`config.mk`:
```
export PLATFORM = sky130hd
export DESIGN_NAME = opm_reg
export DESIGN_NICKNAME = d
export VERILOG_FILES = /design/src/verilog/opm_reg_pkg.sv /design/src/verilog/opm_wr_if.sv /design/src/verilog/opm_bus_sync.sv /design/src/verilog/opm_global_regs.sv /design/src/verilog/opm_channel_regs.sv /design/src/verilog/opm_reg.sv
export SDC_FILE = /design/constraint.sdc
export NUM_CORES = 1
export LEC_CHECK = 0
export BUFFER_PORTS_ARGS = -buffer_cell sky130_fd_sc_hd__buf_2
export CAP_MARGIN = 30
export CORE_ASPECT_RATIO = 0.7
export CORE_MARGIN = 5
export CORE_UTILIZATION = 51
export DETAILED_ROUTE_END_ITERATION = 10
export HOLD_SLACK_MARGIN = 0.05
export MAX_ROUTING_LAYER = met4
export PLACE_DENSITY_LB_ADDON = 0.3
export RECOVER_POWER = 50
export REMOVE_ABC_BUFFERS = 1
export SKIP_CTS_REPAIR_TIMING = 1
export SYNTH_ARGS = -nofsm -noshare
export SYNTH_HDL_FRONTEND = slang
export SYNTH_SLANG_ARGS = --single-unit
```
`constraint.sdc`:
```
create_clock -name i_EMUCLK -period 2.13 [get_ports i_EMUCLK]
set_clock_uncertainty 0.15 [all_clocks]
set_input_delay 0.639 -clock i_EMUCLK [delete_from_list [all_inputs] [get_ports i_EMUCLK]]
set_output_delay 0.639 -clock i_EMUCLK [all_outputs]
set_load 0.1 [all_outputs]
```
`src/verilog/opm_reg_pkg.sv`:
```
`default_nettype none

package opm_reg_pkg;

    ////////////////////////////////////////
    // bus

    localparam int BUS_W = 8;

    ////////////////////////////////////////
    // global register addresses

    localparam logic [BUS_W-1:0] ADDR_NOISE      = 8'h0F; // NE, NFRQ
    localparam logic [BUS_W-1:0] ADDR_CLKA1      = 8'h10; // timer A upper 8 bits
    localparam logic [BUS_W-1:0] ADDR_CLKA2      = 8'h11; // timer A lower 2 bits
    localparam logic [BUS_W-1:0] ADDR_CLKB       = 8'h12;
    localparam logic [BUS_W-1:0] ADDR_TIMER_CTRL = 8'h14;
    localparam logic [BUS_W-1:0] ADDR_LFRQ       = 8'h18;
    localparam logic [BUS_W-1:0] ADDR_LFO_DEPTH  = 8'h19; // PMD or AMD, see lfo_depth_u
    localparam logic [BUS_W-1:0] ADDR_WAVE       = 8'h1B;

    // channel blocks, matched against addr[7:3]
    // addr[2:0] is the channel number
    localparam logic [4:0] CH_RL_FL_ALG = 5'b00100; // 0x20
    localparam logic [4:0] CH_KC        = 5'b00101; // 0x28
    localparam logic [4:0] CH_KF        = 5'b00110; // 0x30
    localparam logic [4:0] CH_PMS_AMS   = 5'b00111; // 0x38

    ////////////////////////////////////////
    // field widths

    localparam int KC_W    = 7;
    localparam int KF_W    = 6;
    localparam int ALG_W   = 3;
    localparam int FL_W    = 3;
    localparam int RL_W    = 2;
    localparam int PMS_W   = 3;
    localparam int AMS_W   = 2;
    localparam int NFRQ_W  = 5;
    localparam int DEPTH_W = 7;

    // defaults for the top level parameters
    localparam int DEF_BUSY_CYCLES = 32;
    localparam int DEF_NUM_CH      = 8;

    // data byte of 0x19, one LFO depth with a select bit on top
    // sel high -> PMD, sel low -> AMD
    typedef union packed {
        struct packed {
            logic               sel;
            logic [DEPTH_W-1:0] pmd;
        } pm;
        struct packed {
            logic               sel;
            logic [DEPTH_W-1:0] amd;
        } am;
    } lfo_depth_u;

endpackage

`default_nettype wire

```
`src/verilog/opm_wr_if.sv`:
```
`default_nettype none

// synchronized host writes, one strobe per completed write
interface opm_wr_if;

    logic [opm_reg_pkg::BUS_W-1:0] wr_addr; // last address byte, held
    logic [opm_reg_pkg::BUS_W-1:0] wr_data; // last data byte, held
    logic                          addr_ld;
    logic                          data_ld;

    modport src (
        output wr_addr,
        output wr_data,
        output addr_ld,
        output data_ld
    );

    modport dst (
        input  wr_addr,
        input  wr_data,
        input  addr_ld,
        input  data_ld
    );

endinterface

`default_nettype wire

```
`src/verilog/opm_bus_sync.sv`:
```
`default_nettype none

module opm_bus_sync #(
    parameter int BUSY_CYCLES = opm_reg_pkg::DEF_BUSY_CYCLES
) (
    input  wire                           i_EMUCLK,
    input  wire                           mrst_n,
    input  wire                           i_cs_n,
    input  wire                           i_wr_n,
    input  wire                           i_a0,
    input  wire [opm_reg_pkg::BUS_W-1:0]  i_d,
    opm_wr_if.src                         wr,
    output logic                          o_busy
);

    localparam int CNT_W = $clog2(BUSY_CYCLES + 1);

    logic [1:0]                    cs_n_s;
    logic [1:0]                    wr_n_s;
    logic [1:0]                    a0_s;
    logic [opm_reg_pkg::BUS_W-1:0] d_s1;
    logic [opm_reg_pkg::BUS_W-1:0] d_s2;
    logic                          wr_act;
    logic                          wr_act_d;
    logic                          wr_start;
    logic                          addr_ld_r;
    logic                          data_ld_r;
    logic [CNT_W-1:0]              busy_cnt;

    ////////////////////////////////////////
    // two-stage pin synchronizer

    always_ff @(posedge i_EMUCLK or negedge mrst_n) begin
        if (!mrst_n) begin
            cs_n_s <= 2'b11; // pins idle high
            wr_n_s <= 2'b11;
            a0_s   <= 2'b00;
        end else begin
            cs_n_s <= {cs_n_s[0], i_cs_n};
            wr_n_s <= {wr_n_s[0], i_wr_n};
            a0_s   <= {a0_s[0], i_a0};
        end
    end

    // data byte follows the same two stages
    always_ff @(posedge i_EMUCLK) begin
        d_s1 <= i_d;
        d_s2 <= d_s1;
    end

    // first cycle of CS and WR both low
    assign wr_act   = ~cs_n_s[1] & ~wr_n_s[1];
    assign wr_start = wr_act & ~wr_act_d;

    ////////////////////////////////////////
    // strobes and held address

    always_ff @(posedge i_EMUCLK or negedge mrst_n) begin
        if (!mrst_n) begin
            wr_act_d    <= 1'b0;
            addr_ld_r   <= 1'b0;
            data_ld_r   <= 1'b0;
            wr.wr_addr  <= 8'hFF; // decodes to nothing
        end else begin
            wr_act_d  <= wr_act;
            addr_ld_r <= wr_start & ~a0_s[1];
            data_ld_r <= wr_start & a0_s[1];
            if (wr_start && !a0_s[1]) begin
                wr.wr_addr <= d_s2;
            end
        end
    end

    always_ff @(posedge i_EMUCLK) begin
        if (wr_start && a0_s[1]) begin
            wr.wr_data <= d_s2;
        end
    end

    assign wr.addr_ld = addr_ld_r;
    assign wr.data_ld = data_ld_r;

    ////////////////////////////////////////
    // write busy timer, restarts on every data write

    always_ff @(posedge i_EMUCLK or negedge mrst_n) begin
        if (!mrst_n) begin
            busy_cnt <= '0;
        end else if (data_ld_r) begin
            busy_cnt <= CNT_W'(BUSY_CYCLES);
        end else if (busy_cnt != '0) begin
            busy_cnt <= busy_cnt - 1'b1;
        end
    end

    assign o_busy = (busy_cnt != '0);

endmodule

`default_nettype wire

```
`src/verilog/opm_global_regs.sv`:
```
`default_nettype none

module opm_global_regs (
    input  wire                                 i_EMUCLK,
    input  wire                                 mrst_n,
    opm_wr_if.dst                               wr,

    output logic                                o_ne,
    output logic [opm_reg_pkg::NFRQ_W-1:0]      o_nfrq,

    output logic [opm_reg_pkg::BUS_W-1:0]       o_clka1,
    output logic [1:0]                          o_clka2,
    output logic [opm_reg_pkg::BUS_W-1:0]       o_clkb,
    output logic                                o_timera_run,
    output logic                                o_timerb_run,
    output logic                                o_timera_irq_en,
    output logic                                o_timerb_irq_en,
    output logic                                o_timera_frst,
    output logic                                o_timerb_frst,

    output logic [opm_reg_pkg::BUS_W-1:0]       o_lfrq,
    output logic                                o_lfrq_update,
    output logic [opm_reg_pkg::DEPTH_W-1:0]     o_pmd,
    output logic [opm_reg_pkg::DEPTH_W-1:0]     o_amd,
    output logic [1:0]                          o_w
);

    opm_reg_pkg::lfo_depth_u depth;

    assign depth = wr.wr_data; // only meaningful for 0x19

    ////////////////////////////////////////
    // decode on data_ld, update one cycle later

    always_ff @(posedge i_EMUCLK or negedge mrst_n) begin
        if (!mrst_n) begin
            o_ne            <= 1'b0;
            o_nfrq          <= '0;
            o_clka1         <= '0;
            o_clka2         <= '0;
            o_clkb          <= '0;
            o_timera_run    <= 1'b0;
            o_timerb_run    <= 1'b0;
            o_timera_irq_en <= 1'b0;
            o_timerb_irq_en <= 1'b0;
            o_timera_frst   <= 1'b0;
            o_timerb_frst   <= 1'b0;
            o_lfrq          <= '0;
            o_lfrq_update   <= 1'b0;
            o_pmd           <= '0;
            o_amd           <= '0;
            o_w             <= '0;
        end else begin
            // single cycle pulses
            o_timera_frst <= 1'b0;
            o_timerb_frst <= 1'b0;
            o_lfrq_update <= 1'b0;

            if (wr.data_ld) begin
                case (wr.wr_addr)
                    opm_reg_pkg::ADDR_NOISE: begin
                        o_ne   <= wr.wr_data[7];
                        o_nfrq <= wr.wr_data[opm_reg_pkg::NFRQ_W-1:0];
                    end
                    opm_reg_pkg::ADDR_CLKA1: o_clka1 <= wr.wr_data;
                    opm_reg_pkg::ADDR_CLKA2: o_clka2 <= wr.wr_data[1:0];
                    opm_reg_pkg::ADDR_CLKB:  o_clkb  <= wr.wr_data;
                    opm_reg_pkg::ADDR_TIMER_CTRL: begin
                        o_timera_run    <= wr.wr_data[0];
                        o_timerb_run    <= wr.wr_data[1];
                        o_timera_irq_en <= wr.wr_data[2];
                        o_timerb_irq_en <= wr.wr_data[3];
                        o_timera_frst   <= wr.wr_data[4]; // flag clear requests
                        o_timerb_frst   <= wr.wr_data[5];
                    end
                    opm_reg_pkg::ADDR_LFRQ: begin
                        o_lfrq        <= wr.wr_data;
                        o_lfrq_update <= 1'b1; // lets the LFO reload its rate
                    end
                    opm_reg_pkg::ADDR_LFO_DEPTH: begin
                        if (depth.pm.sel) begin
                            o_pmd <= depth.pm.pmd;
                        end else begin
                            o_amd <= depth.am.amd;
                        end
                    end
                    opm_reg_pkg::ADDR_WAVE: o_w <= wr.wr_data[1:0];
                    default: ;
                endcase
            end
        end
    end

endmodule

`default_nettype wire

```
`src/verilog/opm_channel_regs.sv`:
```
`default_nettype none

module opm_channel_regs #(
    parameter int NUM_CH = opm_reg_pkg::DEF_NUM_CH
) (
    input  wire                                 i_EMUCLK,
    input  wire                                 mrst_n,
    opm_wr_if.dst                               wr,

    output logic [2:0]                          o_slot,
    output logic [opm_reg_pkg::KC_W-1:0]        o_kc,
    output logic [opm_reg_pkg::KF_W-1:0]        o_kf,
    output logic [opm_reg_pkg::ALG_W-1:0]       o_alg,
    output logic [opm_reg_pkg::FL_W-1:0]        o_fl,
    output logic [opm_reg_pkg::RL_W-1:0]        o_rl,
    output logic [opm_reg_pkg::PMS_W-1:0]       o_pms,
    output logic [opm_reg_pkg::AMS_W-1:0]       o_ams
);

    // one stage word, fields ordered {rl, fl, alg, kc, kf, pms, ams}
    localparam int CH_W = opm_reg_pkg::RL_W + opm_reg_pkg::FL_W + opm_reg_pkg::ALG_W
                        + opm_reg_pkg::KC_W + opm_reg_pkg::KF_W
                        + opm_reg_pkg::PMS_W + opm_reg_pkg::AMS_W;

    logic                          is_ch;
    logic                          ch_valid;  // held address is a channel register
    logic                          ch_pend;   // data waiting for its slot
    logic [opm_reg_pkg::BUS_W-1:0] ch_addr;
    logic [opm_reg_pkg::BUS_W-1:0] ch_data;
    logic [2:0]                    slot_cnt;
    logic                          ch_load;
    logic                          en_20;
    logic                          en_28;
    logic                          en_30;
    logic                          en_38;
    logic [CH_W-1:0]               ch_mask;
    logic [CH_W-1:0]               ch_ins;
    logic [CH_W-1:0]               ch_next;
    logic [CH_W-1:0]               ch_sr [NUM_CH];

    ////////////////////////////////////////
    // temporary address and data

    assign is_ch = wr.wr_addr[7:3] inside {opm_reg_pkg::CH_RL_FL_ALG, opm_reg_pkg::CH_KC,
                                           opm_reg_pkg::CH_KF, opm_reg_pkg::CH_PMS_AMS};

    always_ff @(posedge i_EMUCLK or negedge mrst_n) begin
        if (!mrst_n) begin
            ch_valid <= 1'b0;
            ch_pend  <= 1'b0;
        end else if (wr.addr_ld) begin
            ch_valid <= is_ch;
            ch_pend  <= 1'b0; // new address drops any unloaded data
        end else if (wr.data_ld && ch_valid) begin
            ch_pend  <= 1'b1;
        end else if (ch_load) begin
            ch_pend  <= 1'b0;
        end
    end

    always_ff @(posedge i_EMUCLK) begin
        if (wr.addr_ld) begin
            ch_addr <= wr.wr_addr;
        end
        if (wr.data_ld && ch_valid) begin
            ch_data <= wr.wr_data;
        end
    end

    ////////////////////////////////////////
    // slot counter, o_slot names the channel in stage 0

    always_ff @(posedge i_EMUCLK or negedge mrst_n) begin
        if (!mrst_n) begin
            slot_cnt <= '0;
            o_slot   <= '0;
        end else begin
            slot_cnt <= (slot_cnt == 3'(NUM_CH - 1)) ? 3'd0 : slot_cnt + 3'd1;
            o_slot   <= slot_cnt;
        end
    end

    assign ch_load = ch_pend & (ch_addr[2:0] == slot_cnt);

    // which fields the pending byte replaces
    assign en_20 = (ch_addr[7:3] == opm_reg_pkg::CH_RL_FL_ALG);
    assign en_28 = (ch_addr[7:3] == opm_reg_pkg::CH_KC);
    assign en_30 = (ch_addr[7:3] == opm_reg_pkg::CH_KF);
    assign en_38 = (ch_addr[7:3] == opm_reg_pkg::CH_PMS_AMS);

    assign ch_mask = {{opm_reg_pkg::RL_W{en_20}}, {opm_reg_pkg::FL_W{en_20}},
                      {opm_reg_pkg::ALG_W{en_20}}, {opm_reg_pkg::KC_W{en_28}},
                      {opm_reg_pkg::KF_W{en_30}}, {opm_reg_pkg::PMS_W{en_38}},
                      {opm_reg_pkg::AMS_W{en_38}}};

    // bit positions of each field in its data byte
    assign ch_ins = {ch_data[7:6], ch_data[5:3], ch_data[2:0], ch_data[6:0],
                     ch_data[7:2], ch_data[6:4], ch_data[1:0]};

    ////////////////////////////////////////
    // recirculating channel shift register

    assign ch_next = ch_load ? ((ch_sr[NUM_CH-1] & ~ch_mask) | (ch_ins & ch_mask))
                             : ch_sr[NUM_CH-1];

    always_ff @(posedge i_EMUCLK or negedge mrst_n) begin
        if (!mrst_n) begin
            for (int i = 0; i < NUM_CH; i++) begin
                ch_sr[i] <= '0;
            end
        end else begin
            ch_sr[0] <= ch_next;
            for (int i = 1; i < NUM_CH; i++) begin
                ch_sr[i] <= ch_sr[i-1];
            end
        end
    end

    // common tap for all fields
    assign {o_rl, o_fl, o_alg, o_kc, o_kf, o_pms, o_ams} = ch_sr[0];

endmodule

`default_nettype wire

```
`src/verilog/opm_reg.sv`:
```
`default_nettype none

module opm_reg #(
    parameter int BUSY_CYCLES = opm_reg_pkg::DEF_BUSY_CYCLES,
    parameter int NUM_CH      = opm_reg_pkg::DEF_NUM_CH
) (
    input  wire                                 i_EMUCLK,
    input  wire                                 mrst_n,

    // host bus
    input  wire                                 i_cs_n,
    input  wire                                 i_rd_n,
    input  wire                                 i_wr_n,
    input  wire                                 i_a0,
    input  wire [opm_reg_pkg::BUS_W-1:0]        i_d,
    output wire [opm_reg_pkg::BUS_W-1:0]        o_d,
    output wire                                 o_d_oe,

    input  wire                                 i_timera_flag,
    input  wire                                 i_timerb_flag,

    // global registers
    output wire                                 o_ne,
    output wire [opm_reg_pkg::NFRQ_W-1:0]       o_nfrq,
    output wire [opm_reg_pkg::BUS_W-1:0]        o_clka1,
    output wire [1:0]                           o_clka2,
    output wire [opm_reg_pkg::BUS_W-1:0]        o_clkb,
    output wire                                 o_timera_run,
    output wire                                 o_timerb_run,
    output wire                                 o_timera_irq_en,
    output wire                                 o_timerb_irq_en,
    output wire                                 o_timera_frst,
    output wire                                 o_timerb_frst,
    output wire [opm_reg_pkg::BUS_W-1:0]        o_lfrq,
    output wire                                 o_lfrq_update,
    output wire [opm_reg_pkg::DEPTH_W-1:0]      o_pmd,
    output wire [opm_reg_pkg::DEPTH_W-1:0]      o_amd,
    output wire [1:0]                           o_w,

    // per-channel registers
    output wire [2:0]                           o_slot,
    output wire [opm_reg_pkg::KC_W-1:0]         o_kc,
    output wire [opm_reg_pkg::KF_W-1:0]         o_kf,
    output wire [opm_reg_pkg::ALG_W-1:0]        o_alg,
    output wire [opm_reg_pkg::FL_W-1:0]         o_fl,
    output wire [opm_reg_pkg::RL_W-1:0]         o_rl,
    output wire [opm_reg_pkg::PMS_W-1:0]        o_pms,
    output wire [opm_reg_pkg::AMS_W-1:0]        o_ams
);

    logic                          busy;
    logic [opm_reg_pkg::BUS_W-1:0] status;

    opm_wr_if wr_bus ();

    opm_bus_sync #(
        .BUSY_CYCLES (BUSY_CYCLES)
    ) u_bus_sync (
        .i_EMUCLK (i_EMUCLK),
        .mrst_n   (mrst_n),
        .i_cs_n   (i_cs_n),
        .i_wr_n   (i_wr_n),
        .i_a0     (i_a0),
        .i_d      (i_d),
        .wr       (wr_bus.src),
        .o_busy   (busy)
    );

    opm_global_regs u_global_regs (
        .i_EMUCLK        (i_EMUCLK),
        .mrst_n          (mrst_n),
        .wr              (wr_bus.dst),
        .o_ne            (o_ne),
        .o_nfrq          (o_nfrq),
        .o_clka1         (o_clka1),
        .o_clka2         (o_clka2),
        .o_clkb          (o_clkb),
        .o_timera_run    (o_timera_run),
        .o_timerb_run    (o_timerb_run),
        .o_timera_irq_en (o_timera_irq_en),
        .o_timerb_irq_en (o_timerb_irq_en),
        .o_timera_frst   (o_timera_frst),
        .o_timerb_frst   (o_timerb_frst),
        .o_lfrq          (o_lfrq),
        .o_lfrq_update   (o_lfrq_update),
        .o_pmd           (o_pmd),
        .o_amd           (o_amd),
        .o_w             (o_w)
    );

    opm_channel_regs #(
        .NUM_CH (NUM_CH)
    ) u_channel_regs (
        .i_EMUCLK (i_EMUCLK),
        .mrst_n   (mrst_n),
        .wr       (wr_bus.dst),
        .o_slot   (o_slot),
        .o_kc     (o_kc),
        .o_kf     (o_kf),
        .o_alg    (o_alg),
        .o_fl     (o_fl),
        .o_rl     (o_rl),
        .o_pms    (o_pms),
        .o_ams    (o_ams)
    );

    ////////////////////////////////////////
    // status read

    assign status = {busy, 5'b00000, i_timerb_flag, i_timera_flag};
    assign o_d    = status;
    assign o_d_oe = mrst_n & ~i_cs_n & ~i_rd_n & ~i_a0; // A0 low reads status

endmodule

`default_nettype wire

```
==> results of run 1 <==
synth_stat cells, types with 3 or more instances:
| cell type | count | share of area |
|---|---|---|
| ha_1 | 4 | 0.0049 |
| xnor2_1 | 5 | 0.0043 |
| mux2_2 | 85 | 0.094 |
| buf_4 | 34 | 0.025 |
| nor3_1 | 3 | 0.0015 |
| a21oi_1 | 3 | 0.0015 |
| nor2_1 | 8 | 0.0029 |
| dfstp_2 | 12 | 0.031 |
| and2_1 | 3 | 0.0018 |
| nand2_1 | 7 | 0.0026 |
| dfrtp_1 | 282 | 0.69 |
| inv_1 | 5 | 0.0018 |
| nand3_1 | 4 | 0.0020 |
| edfxtp_1 | 24 | 0.071 |
| dfxtp_1 | 16 | 0.031 |
final cells by class:
class | instances | area, um^2 | share of cell area
inverters | 5 | 18.8 | 0.00149
repair buffers | 146 | 1120 | 0.0892
flip-flops and latches | 334 | 8410 | 0.668
well taps | 270 | 338 | 0.0268
clock inverters | 11 | 161 | 0.0128
clock buffers | 42 | 865 | 0.0687
multi-input cells | 158 | 1670 | 0.133
registers in the layout, summed over array words and instances, names as in the netlist, 8 cells and up:
signal	cells
u_channel_regs.ch_sr	182
u_bus_sync.d_s1	8
u_bus_sync.d_s2	8
u_bus_sync.wr.wr_addr	8
u_bus_sync.wr.wr_data	8
u_channel_regs.ch_addr	8
u_channel_regs.ch_data	8
u_global_regs.o_clka1	8
u_global_regs.o_clkb	8
u_global_regs.o_lfrq	8
routing by layer:
metal	global-route usage	share of wire	up-vias
li1	-	-	2053
met1	0.258	0.47	2508
met2	0.253	0.47	116
met3	0.0341	0.048	29
met4	0.0340	0.017	0
met5	-	0	-
path summary, 6_finish.rpt:
path                                           from                         to  depth (start not counted)
setup / recovery             u_bus_sync.busy_cnt[3]                     o_d[7]                          3
hold / removal                                 i_a0         u_bus_sync.a0_s[0]                          1
setup reg to reg           u_bus_sync.wr.wr_addr[4]    u_global_regs.o_lfrq[4]                          5
hold reg to reg                  u_bus_sync.d_s1[0]         u_bus_sync.d_s2[0]                          0
max in group asynchronous                    mrst_n     u_global_regs.o_pmd[0]                          4
min in group asynchronous                    mrst_n  u_channel_regs.ch_sr[124]                          3
critical path: stages, from the launching register on:
cell and delay [ps]:
dfrtp_1 440, nor3_2 240, nand3b_1 200, buf_12 220
report_power, final:
part           internal [mW]  switching, mW  leakage [nW]
logic                  0.407          0.910          1.43
clock network           3.30           2.18         0.508
registers               6.63          0.199          4.39
total                   10.3           3.29          6.33
stage by stage:
stage	setup TNS (ps)	total power, mW	util	cell area (um^2)
floorplan	-9140	7.72	-	9950
global placement	-3640	8.06	0.561	11100
detailed placement	-5530	8.14	0.561	11100
CTS	-7910	13.6	0.613	12100
global route	-43670	14.1	0.638	12600
finish	-2760	13.6	0.638	12600
cell families after synthesis:
kind of cell,count (synthesis),synth area share
and+or+nand+nor,50,0.0384
xor gates and xnor gates,6,0.00514
buffers and inverters,43,0.0291
adders and majority gates,4,0.00490
AOI/OAI and AO/OA,8,0.00502
muxes,85,0.0937
DFF,334,0.823
other,1,0.000367
==> results.py, run 1 <==
metrics = {
    "routing": {
        "drc": 0,
        "detail-route-antenna-nets": 0,
        "routed_wl_um": 19100,
        "drt-initial-drc-count": 292,
        "wire_per_inst_um": 19.8,
        "vias_per_cell": 4.87,
        "vias": 4706,
        "dr.pass1.iters": 4,
    },
    "grt": {
        "grt_pass1_vias": 5032,
        "gr-total-overflow": 0,
        "grt_usage": 0.173,
        "antenna_found_initial": 0,
        "grt_max_degree": 182,
        "grt_first_pass_wirelength_um": 29400,
    },
    "die": {
        "start_util": 0.518,
        "die-area_um2": 23000,
        "core_area_um2": 19700,
        "io_pins": 109,
        "dieHeight_um": 128,
        "die_w_um": 179,
        "num_rows": 43,
    },
    "yosys": {
        "syn_area_per_cell_um2": 19.2,
        "ys_warn_count": 0,
        "yosysSeqAreaShare": 0.823,
        "synth_area_um2": 10200,
        "synth_seq_cells": 334,
        "async_flop_share": 0.880,
        "yosysUniqueCellTypes": 43,
        "synth_ff_type": "dfrtp_1",
        "syn-instance-count": 531,
        "synth_edf_count": 24,
    },
    "final_layout": {
        "area_delta_synth_final_pct": 23.2,
        "nFillCells": 1404,
        "layout-drive-gt1-share": 0.411,
        "diodes": 0,
        "nets": 694,
        "instances_no_fill": 966,
        "final_cell_mix": "dfrtp_1, clkbuf_4, mux2_2",
        "final_common_cell": "dfrtp_1",
    },
    "timing": {
        "hold_viol": 0,
        "worst_pin_slew_ps": 916,
        "setup_ws_ps": -285,
        "fin_crit_ps": 2420,
        "fin_crit_sh": 1.13,
        "slew_viol_final": 0,
        "slew_headroom": 0.389,
        "rsz0062_at_grt": "yes",
        "setup_viol": 88,
        "max_freq_mhz": 414,
        "whs_ps": 125,
    },
    "placement": {
        "portBuffers": 99,
        "preCtsSetupSlack_ps": -221,
        "place_hpwl_um": 11700,
        "placed_cells_incl_taps": 896,
        "place.gp.congestion": 0.788,
    },
    "clock_network": {
        "clk_pin_slew_worst_paths_ps": 70,
        "clockBufferDepth": 3,
        "cts_buffers": 29,
        "h-tree-depth": 1,
        "cts.sink_count": 334,
        "cts_root_buffer": "clkbuf_16",
        "insertion_delay_ps": 540,
        "cts_tree": "built",
    },
    "worst_setup_path": {
        "path_max_fanout": 4,
        "arrival_ps": 1630,
        "reg2reg_slack_ps": -70,
        "startpoint_type": "flip-flop",
        "required_ps": 1340,
        "worstSetupPathType": "flip-flop to output pin",
        "critPathCaptureType": "output pin",
    },
    "status": {
        "failed_checks": "negative setup slack",
        "status": "finished with violations",
    },
    "pwr": {
        "leakage_nw": 6.33,
        "vdd_ir_drop_max_v": 0.000690,
        "power_density_nw_per_um2": 1080,
    },
    "min_path": {
        "hp-class": "input port to flip-flop",
    },
    "run": {
        "drv_cap": 0,
    },
}
Note: power is estimated with default switching activity, not from simulation.
==> run 2: changes to the inputs <==
--- a/config.mk
+++ b/config.mk
@@ -8,11 +8,9 @@
 export BUFFER_PORTS_ARGS = -buffer_cell sky130_fd_sc_hd__buf_2
 export CAP_MARGIN = 30
 export CORE_ASPECT_RATIO = 0.7
-export CORE_MARGIN = 5
 export CORE_UTILIZATION = 51
 export DETAILED_ROUTE_END_ITERATION = 10
 export HOLD_SLACK_MARGIN = 0.05
-export MAX_ROUTING_LAYER = met4
 export PLACE_DENSITY_LB_ADDON = 0.3
 export RECOVER_POWER = 50
 export REMOVE_ABC_BUFFERS = 1
==> run 2 against run 1 <==
Critical path depth increased by 1. Largest power group unchanged. Sequential power about the same. Count of clock-buffer cells in the layout unchanged. Via count is 0.59% lower. Sequential share of layout area rose by 0.24 points. Core utilization is 1.5 points higher. Clock power decreased by 3%. Die area is 10% lower. The flow still finishes with violations (negative setup slack). Sequential cell count is the same. Non-clock buffer count grew 2. Global-route usage up 1.2 points. Total power is 0.83% lower.
==> results.py, run 2 (synthesized netlist as in run 1, its figures left out) <==
metrics = {
    "final_layout": {
        "instances_no_fill": 963,
        "final_cell_mix": "dfrtp_1, clkbuf_4, mux2_2",
        "largest_reg_flops": 182,
        "nets": 696,
        "area_delta_synth_final_pct": 22.8,
        "final_common_cell": "dfrtp_1",
        "diodes": 0,
        "top_register": "u_channel_regs.ch_sr",
        "layout-drive-gt1-share": 0.425,
        "final_area_um2": 12500,
    },
    "placement": {
        "place_hpwl_um": 11400,
        "portBuffers": 99,
        "place.gp.congestion": 0.761,
        "preCtsSetupSlack_ps": -252,
        "place_area_um2": 11100,
        "placed_cells_incl_taps": 891,
    },
    "grt": {
        "gr-total-overflow": 0,
        "grt_usage": 0.185,
        "grt_max_degree": 165,
        "antenna_found_initial": 0,
        "grt_pass1_vias": 4887,
        "grt_first_pass_wirelength_um": 28500,
    },
    "routing": {
        "vias": 4678,
        "vias_per_cell": 4.86,
        "drt-initial-drc-count": 359,
        "wl_met3_um": 1400,
        "routed_wl_um": 18600,
        "top_layer": "met4",
        "wire_per_inst_um": 19.3,
        "wl_met1_um": 8430,
        "wl_met2_um": 8460,
        "detail-route-antenna-nets": 0,
        "drc": 0,
        "dr.pass1.iters": 4,
    },
    "die": {
        "io_pins": 109,
        "core_area_um2": 19200,
        "num_rows": 42,
        "start_util": 0.531,
        "die_w_um": 171,
        "die-area_um2": 20600,
        "dieHeight_um": 120,
    },
    "worst_setup_path": {
        "cp.depth": 4,
        "required_ps": 1340,
        "path_cells": "inv_2 -> ha_2 -> nand3b_1 -> buf_12",
        "r2r-start": "u_bus_sync.wr.wr_addr[4]",
        "critPathMaxStageDelay_ps": 420,
        "arrival_ps": 1540,
        "critPathCaptureType": "output pin",
        "reg2reg_slack_ps": -80,
        "critPathTopFamily": "flip-flops",
        "crit_end": "o_d[7]",
        "startpoint_type": "flip-flop",
        "worstSetupPathType": "flip-flop to output pin",
        "crit_start": "u_bus_sync.busy_cnt[0]",
        "cp_slowest_cell": "dfrtp_1",
        "path_max_fanout": 4,
        "worstReg2RegEnd": "u_global_regs.o_clka2[0]",
        "reg2regPathDepth": 4,
        "worst-path-buf-inv": 2,
    },
    "pwr": {
        "power_density_nw_per_um2": 1080,
        "power_mw": 13.5,
        "leakage_nw": 6.32,
        "vdd_ir_drop_max_v": 0.000561,
    },
    "timing": {
        "hold_viol": 0,
        "setup_viol": 31,
        "slew_viol_final": 0,
        "setup_tns_ps": -1480,
        "slew_headroom": 0.119,
        "fin_crit_sh": 1.09,
        "rsz0062_at_grt": "yes",
        "max_freq_mhz": 429,
        "setup_ws_ps": -199,
        "worst_pin_slew_ps": 1320,
        "fin_crit_ps": 2330,
    },
    "clock_network": {
        "insertion_delay_ps": 530,
        "clockBufferDepth": 3,
        "cts_buffers": 29,
        "clk_pin_slew_worst_paths_ps": 70,
        "cts_root_buffer": "clkbuf_16",
        "cts_tree": "built",
        "h-tree-depth": 1,
        "cts.sink_count": 334,
    },
    "status": {
        "status": "finished with violations",
        "failed_checks": "negative setup slack",
    },
    "min_path": {
        "hp-class": "input port to flip-flop",
    },
    "run": {
        "drv_cap": 0,
    },
}
## run 2: cell types whose count changed in the layout (fill, tap and decap cells not counted), moves of 3 or more
cell / before / now
buf_4: 21 / 28
dlygate4sd3_1: 11 / 6
buf_6: 9 / 6
clkbuf_1: 13 / 18
## run 2: power breakdown
group / switching (mW) / internal, mW
clock network: 2.19 / 3.10
registers: 0.195 / 6.64
logic: 0.931 / 0.459
## run 2: layout make-up
| type | count | area (um^2) |
|---|---|---|
| flip-flops and latches | 334 | 8420 |
| fillers | 1325 | 6680 |
| multi-input cells | 158 | 1700 |
| repair buffers | 148 | 1100 |
| clock buffers | 42 | 835 |
| well taps | 264 | 330 |
| clock inverters | 12 | 154 |
| inverters | 5 | 18.8 |
## run 2: worst register-to-register path: cells and delay by family, from the launching register on
kind,cells,cell delay [ps]
flops,1,530
mux,1,310
buf+inv,1,160
simple gates,2,940
## run 2: worst min-delay path by stage
stage / from / to / cells after the start
2_1_floorplan: u_bus_sync.d_s1[0] / u_bus_sync.d_s2[0] / 0
3_3_place_gp: u_bus_sync.d_s1[6] / u_bus_sync.d_s2[6] / 0
3_5_place_dp: u_bus_sync.d_s1[6] / u_bus_sync.d_s2[6] / 0
4_1_cts: i_d[7] / u_bus_sync.d_s1[7] / 1
5_1_grt: i_d[6] / u_bus_sync.d_s1[6] / 1
6_report: i_cs_n / u_bus_sync.cs_n_s[0] / 1
## run 2: metal layers
metal | vias up | global-route usage
met1 | 2472 | 0.278
met5 | - | 0
met4 | 0 | 0.0379
met2 | 134 | 0.271
li1 | 2046 | -
met3 | 26 | 0.0514
## run 2: stage by stage
stage               utilization  hold WS [ps]
global placement          0.576           166
CTS                       0.628          45.7
floorplan                     -           160
global route              0.652          52.3
finish                    0.652          66.5
detailed placement        0.576           162
==> run 3: changes to the inputs <==
--- a/config.mk
+++ b/config.mk
@@ -7,7 +7,6 @@
 export LEC_CHECK = 0
 export BUFFER_PORTS_ARGS = -buffer_cell sky130_fd_sc_hd__buf_2
 export CAP_MARGIN = 30
-export CORE_ASPECT_RATIO = 0.7
 export CORE_UTILIZATION = 51
 export DETAILED_ROUTE_END_ITERATION = 10
 export HOLD_SLACK_MARGIN = 0.05
==> constraint.sdc (replaced) <==
create_clock -name i_EMUCLK -period 2.13 [get_ports i_EMUCLK]
set_clock_uncertainty 0.15 [all_clocks]
set_input_delay 0.213 -clock i_EMUCLK [delete_from_list [all_inputs] [get_ports i_EMUCLK]]
set_output_delay 0.213 -clock i_EMUCLK [all_outputs]
set_load 0.1 [all_outputs]
==> run 3 against run 2 <==
The run still ends with negative setup slack left. Critical endpoint is now u_global_regs.o_timera_irq_en. Final area up 0.71%. Core utilization down 0.52 points. Die area about the same. Maximum frequency up 5.3%. Critical path depth up 1.
==> results.py, run 3 (synthesized netlist as in run 1, its figures left out) <==
metrics = {
    "grt": {
        "antenna_found_initial": 0,
        "grt_max_degree": 165,
        "grt_first_pass_wirelength_um": 29200,
        "gr-total-overflow": 0,
        "grt_usage": 0.194,
        "grt_pass1_vias": 5112,
    },
    "clock_network": {
        "cts_tree": "built",
        "clk_pin_slew_worst_paths_ps": 60,
        "clockBufferDepth": 3,
        "insertion_delay_ps": 500,
        "h-tree-depth": 2,
        "cts_buffers": 34,
        "cts.sink_count": 334,
        "cts_root_buffer": "clkbuf_16",
    },
    "final_layout": {
        "largest_reg_flops": 182,
        "seq_area_um2": 8410,
        "final_cell_mix": "dfrtp_1, buf_2, mux2_2",
        "top_register": "u_channel_regs.ch_sr",
        "area_delta_synth_final_pct": 23.7,
        "final_common_cell": "dfrtp_1",
        "final_util": 0.647,
        "layout-drive-gt1-share": 0.427,
        "final_area_um2": 12600,
        "instances_no_fill": 968,
        "multiInputGateArea_um2": 1650,
        "diodes": 0,
        "nets": 699,
        "nFillCells": 1369,
    },
    "timing": {
        "worst_pin_slew_ps": 844,
        "rsz0062_at_grt": "yes",
        "fin_crit_sh": 1.04,
        "hold_viol": 0,
        "slew_headroom": 0.438,
        "fin_crit_ps": 2210,
        "max_freq_mhz": 452,
        "setup_viol": 36,
        "setup_tns_ps": -1480,
        "slew_viol_final": 0,
        "whs_ps": 178,
        "setup_ws_ps": -82.4,
    },
    "worst_setup_path": {
        "reg2reg_slack_ps": -80,
        "path_max_fanout": 6,
        "startpoint_type": "flip-flop",
        "r2r-start": "u_bus_sync.wr.wr_addr[4]",
        "reg2regPathDepth": 5,
        "arrival_ps": 2440,
        "worstReg2RegEnd": "u_global_regs.o_timera_irq_en",
        "critPathCaptureType": "flip-flop",
        "required_ps": 2360,
        "worstSetupPathType": "flip-flop to flip-flop",
    },
    "pwr": {
        "power_frac_comb": 0.087,
        "power_switching_mw": 3.45,
        "vdd_ir_drop_max_v": 0.000578,
        "leakage_nw": 6.50,
        "swShare": 0.237,
        "power_mw": 14.6,
        "power_density_nw_per_um2": 1150,
        "pwr-share-clk": 0.444,
        "p_seq_frac": 0.469,
        "p_int_mw": 11.1,
    },
    "die": {
        "die_w_um": 144,
        "num_rows": 51,
        "io_pins": 109,
        "start_util": 0.523,
        "die-area_um2": 20600,
        "dieHeight_um": 144,
        "core_area_um2": 19500,
    },
    "routing": {
        "detail-route-antenna-nets": 0,
        "wire_per_inst_um": 19.8,
        "drt-initial-drc-count": 238,
        "routed_wl_um": 19200,
        "drc": 0,
        "vias": 4707,
        "vias_per_cell": 4.86,
        "dr.pass1.iters": 4,
    },
    "run": {
        "drv_cap": 0,
    },
    "min_path": {
        "hold_end": "u_bus_sync.d_s2[3]",
        "hold_path_startpoint": "u_bus_sync.d_s1[3]",
        "hold_depth": 0,
        "hp-class": "flip-flop to flip-flop",
    },
    "placement": {
        "place.gp.congestion": 0.756,
        "placed_cells_incl_taps": 889,
        "preCtsSetupSlack_ps": -200,
        "portBuffers": 99,
        "place_area_um2": 11000,
        "place_hpwl_um": 11400,
    },
    "status": {
        "status": "finished with violations",
        "failed_checks": "negative setup slack",
    },
}
run 3: cell count changes in the layout (fill, tap and decap cells not counted), sizes merged:
cell	before	now
dlygate4sd3	6	12
clkinvlp	0	1
clkbuf	126	53
buf	58	131
bufinv	3	5
clkinv	8	3
run 3: how the worst max path moves through the flow:
stage | from | cells after the start | end | slack (ps)
floorplan | i_a0 | 1 | o_d_oe | -1600
global placement | u_bus_sync.wr.wr_addr[4] | 4 | u_global_regs.o_clka2[1] | -140
detailed placement | u_bus_sync.wr.wr_addr[4] | 5 | u_global_regs.o_lfrq[0] | -200
CTS | u_bus_sync.wr.wr_addr[4] | 5 | u_global_regs.o_clka1[2] | -240
global route | u_bus_sync.wr.wr_addr[4] | 5 | u_global_regs.o_timera_irq_en | -130
finish | u_bus_sync.wr.wr_addr[4] | 5 | u_global_regs.o_timera_irq_en | -80
run 3: cell type report:
class                           count  area share
Sequential cell                   334       0.666
Multi-Input combinational cell    158       0.130
Clock buffer                       50      0.0852
Timing Repair Buffer              146      0.0768
Tap cell                          265      0.0262
Clock inverter                     10      0.0144
Inverter                            5     0.00148
run 3: power groups by stage:
| stage | Sequential, mW | Combinational (mW) | Clock (mW) |
|---|---|---|---|
| after floorplan | 7.34 | 0.380 | 0 |
| after global placement | 6.91 | 1.12 | 0 |
| after detailed placement | 6.93 | 1.19 | 0 |
| after CTS | 6.82 | 1.19 | 6.60 |
| after global routing | 6.85 | 1.36 | 6.86 |
| final | 6.83 | 1.27 | 6.48 |
run 3: worst max-delay path, cell delays in order, from the launching register on:
cell	delay [ps]
dfstp_2	530
or4b_4	520
buf_6	150
nor4b_4	280
buf_6	170
mux2_4	300
run 3: per-layer routing:
| metal | track usage | part of all wire | vias up |
|---|---|---|---|
| met4 | 0.0633 | 0.019 | 0 |
| met2 | 0.324 | 0.51 | 113 |
| met5 | 0 | 0 | - |
| met3 | 0.0437 | 0.044 | 33 |
| li1 | - | - | 2055 |
| met1 | 0.254 | 0.43 | 2506 |
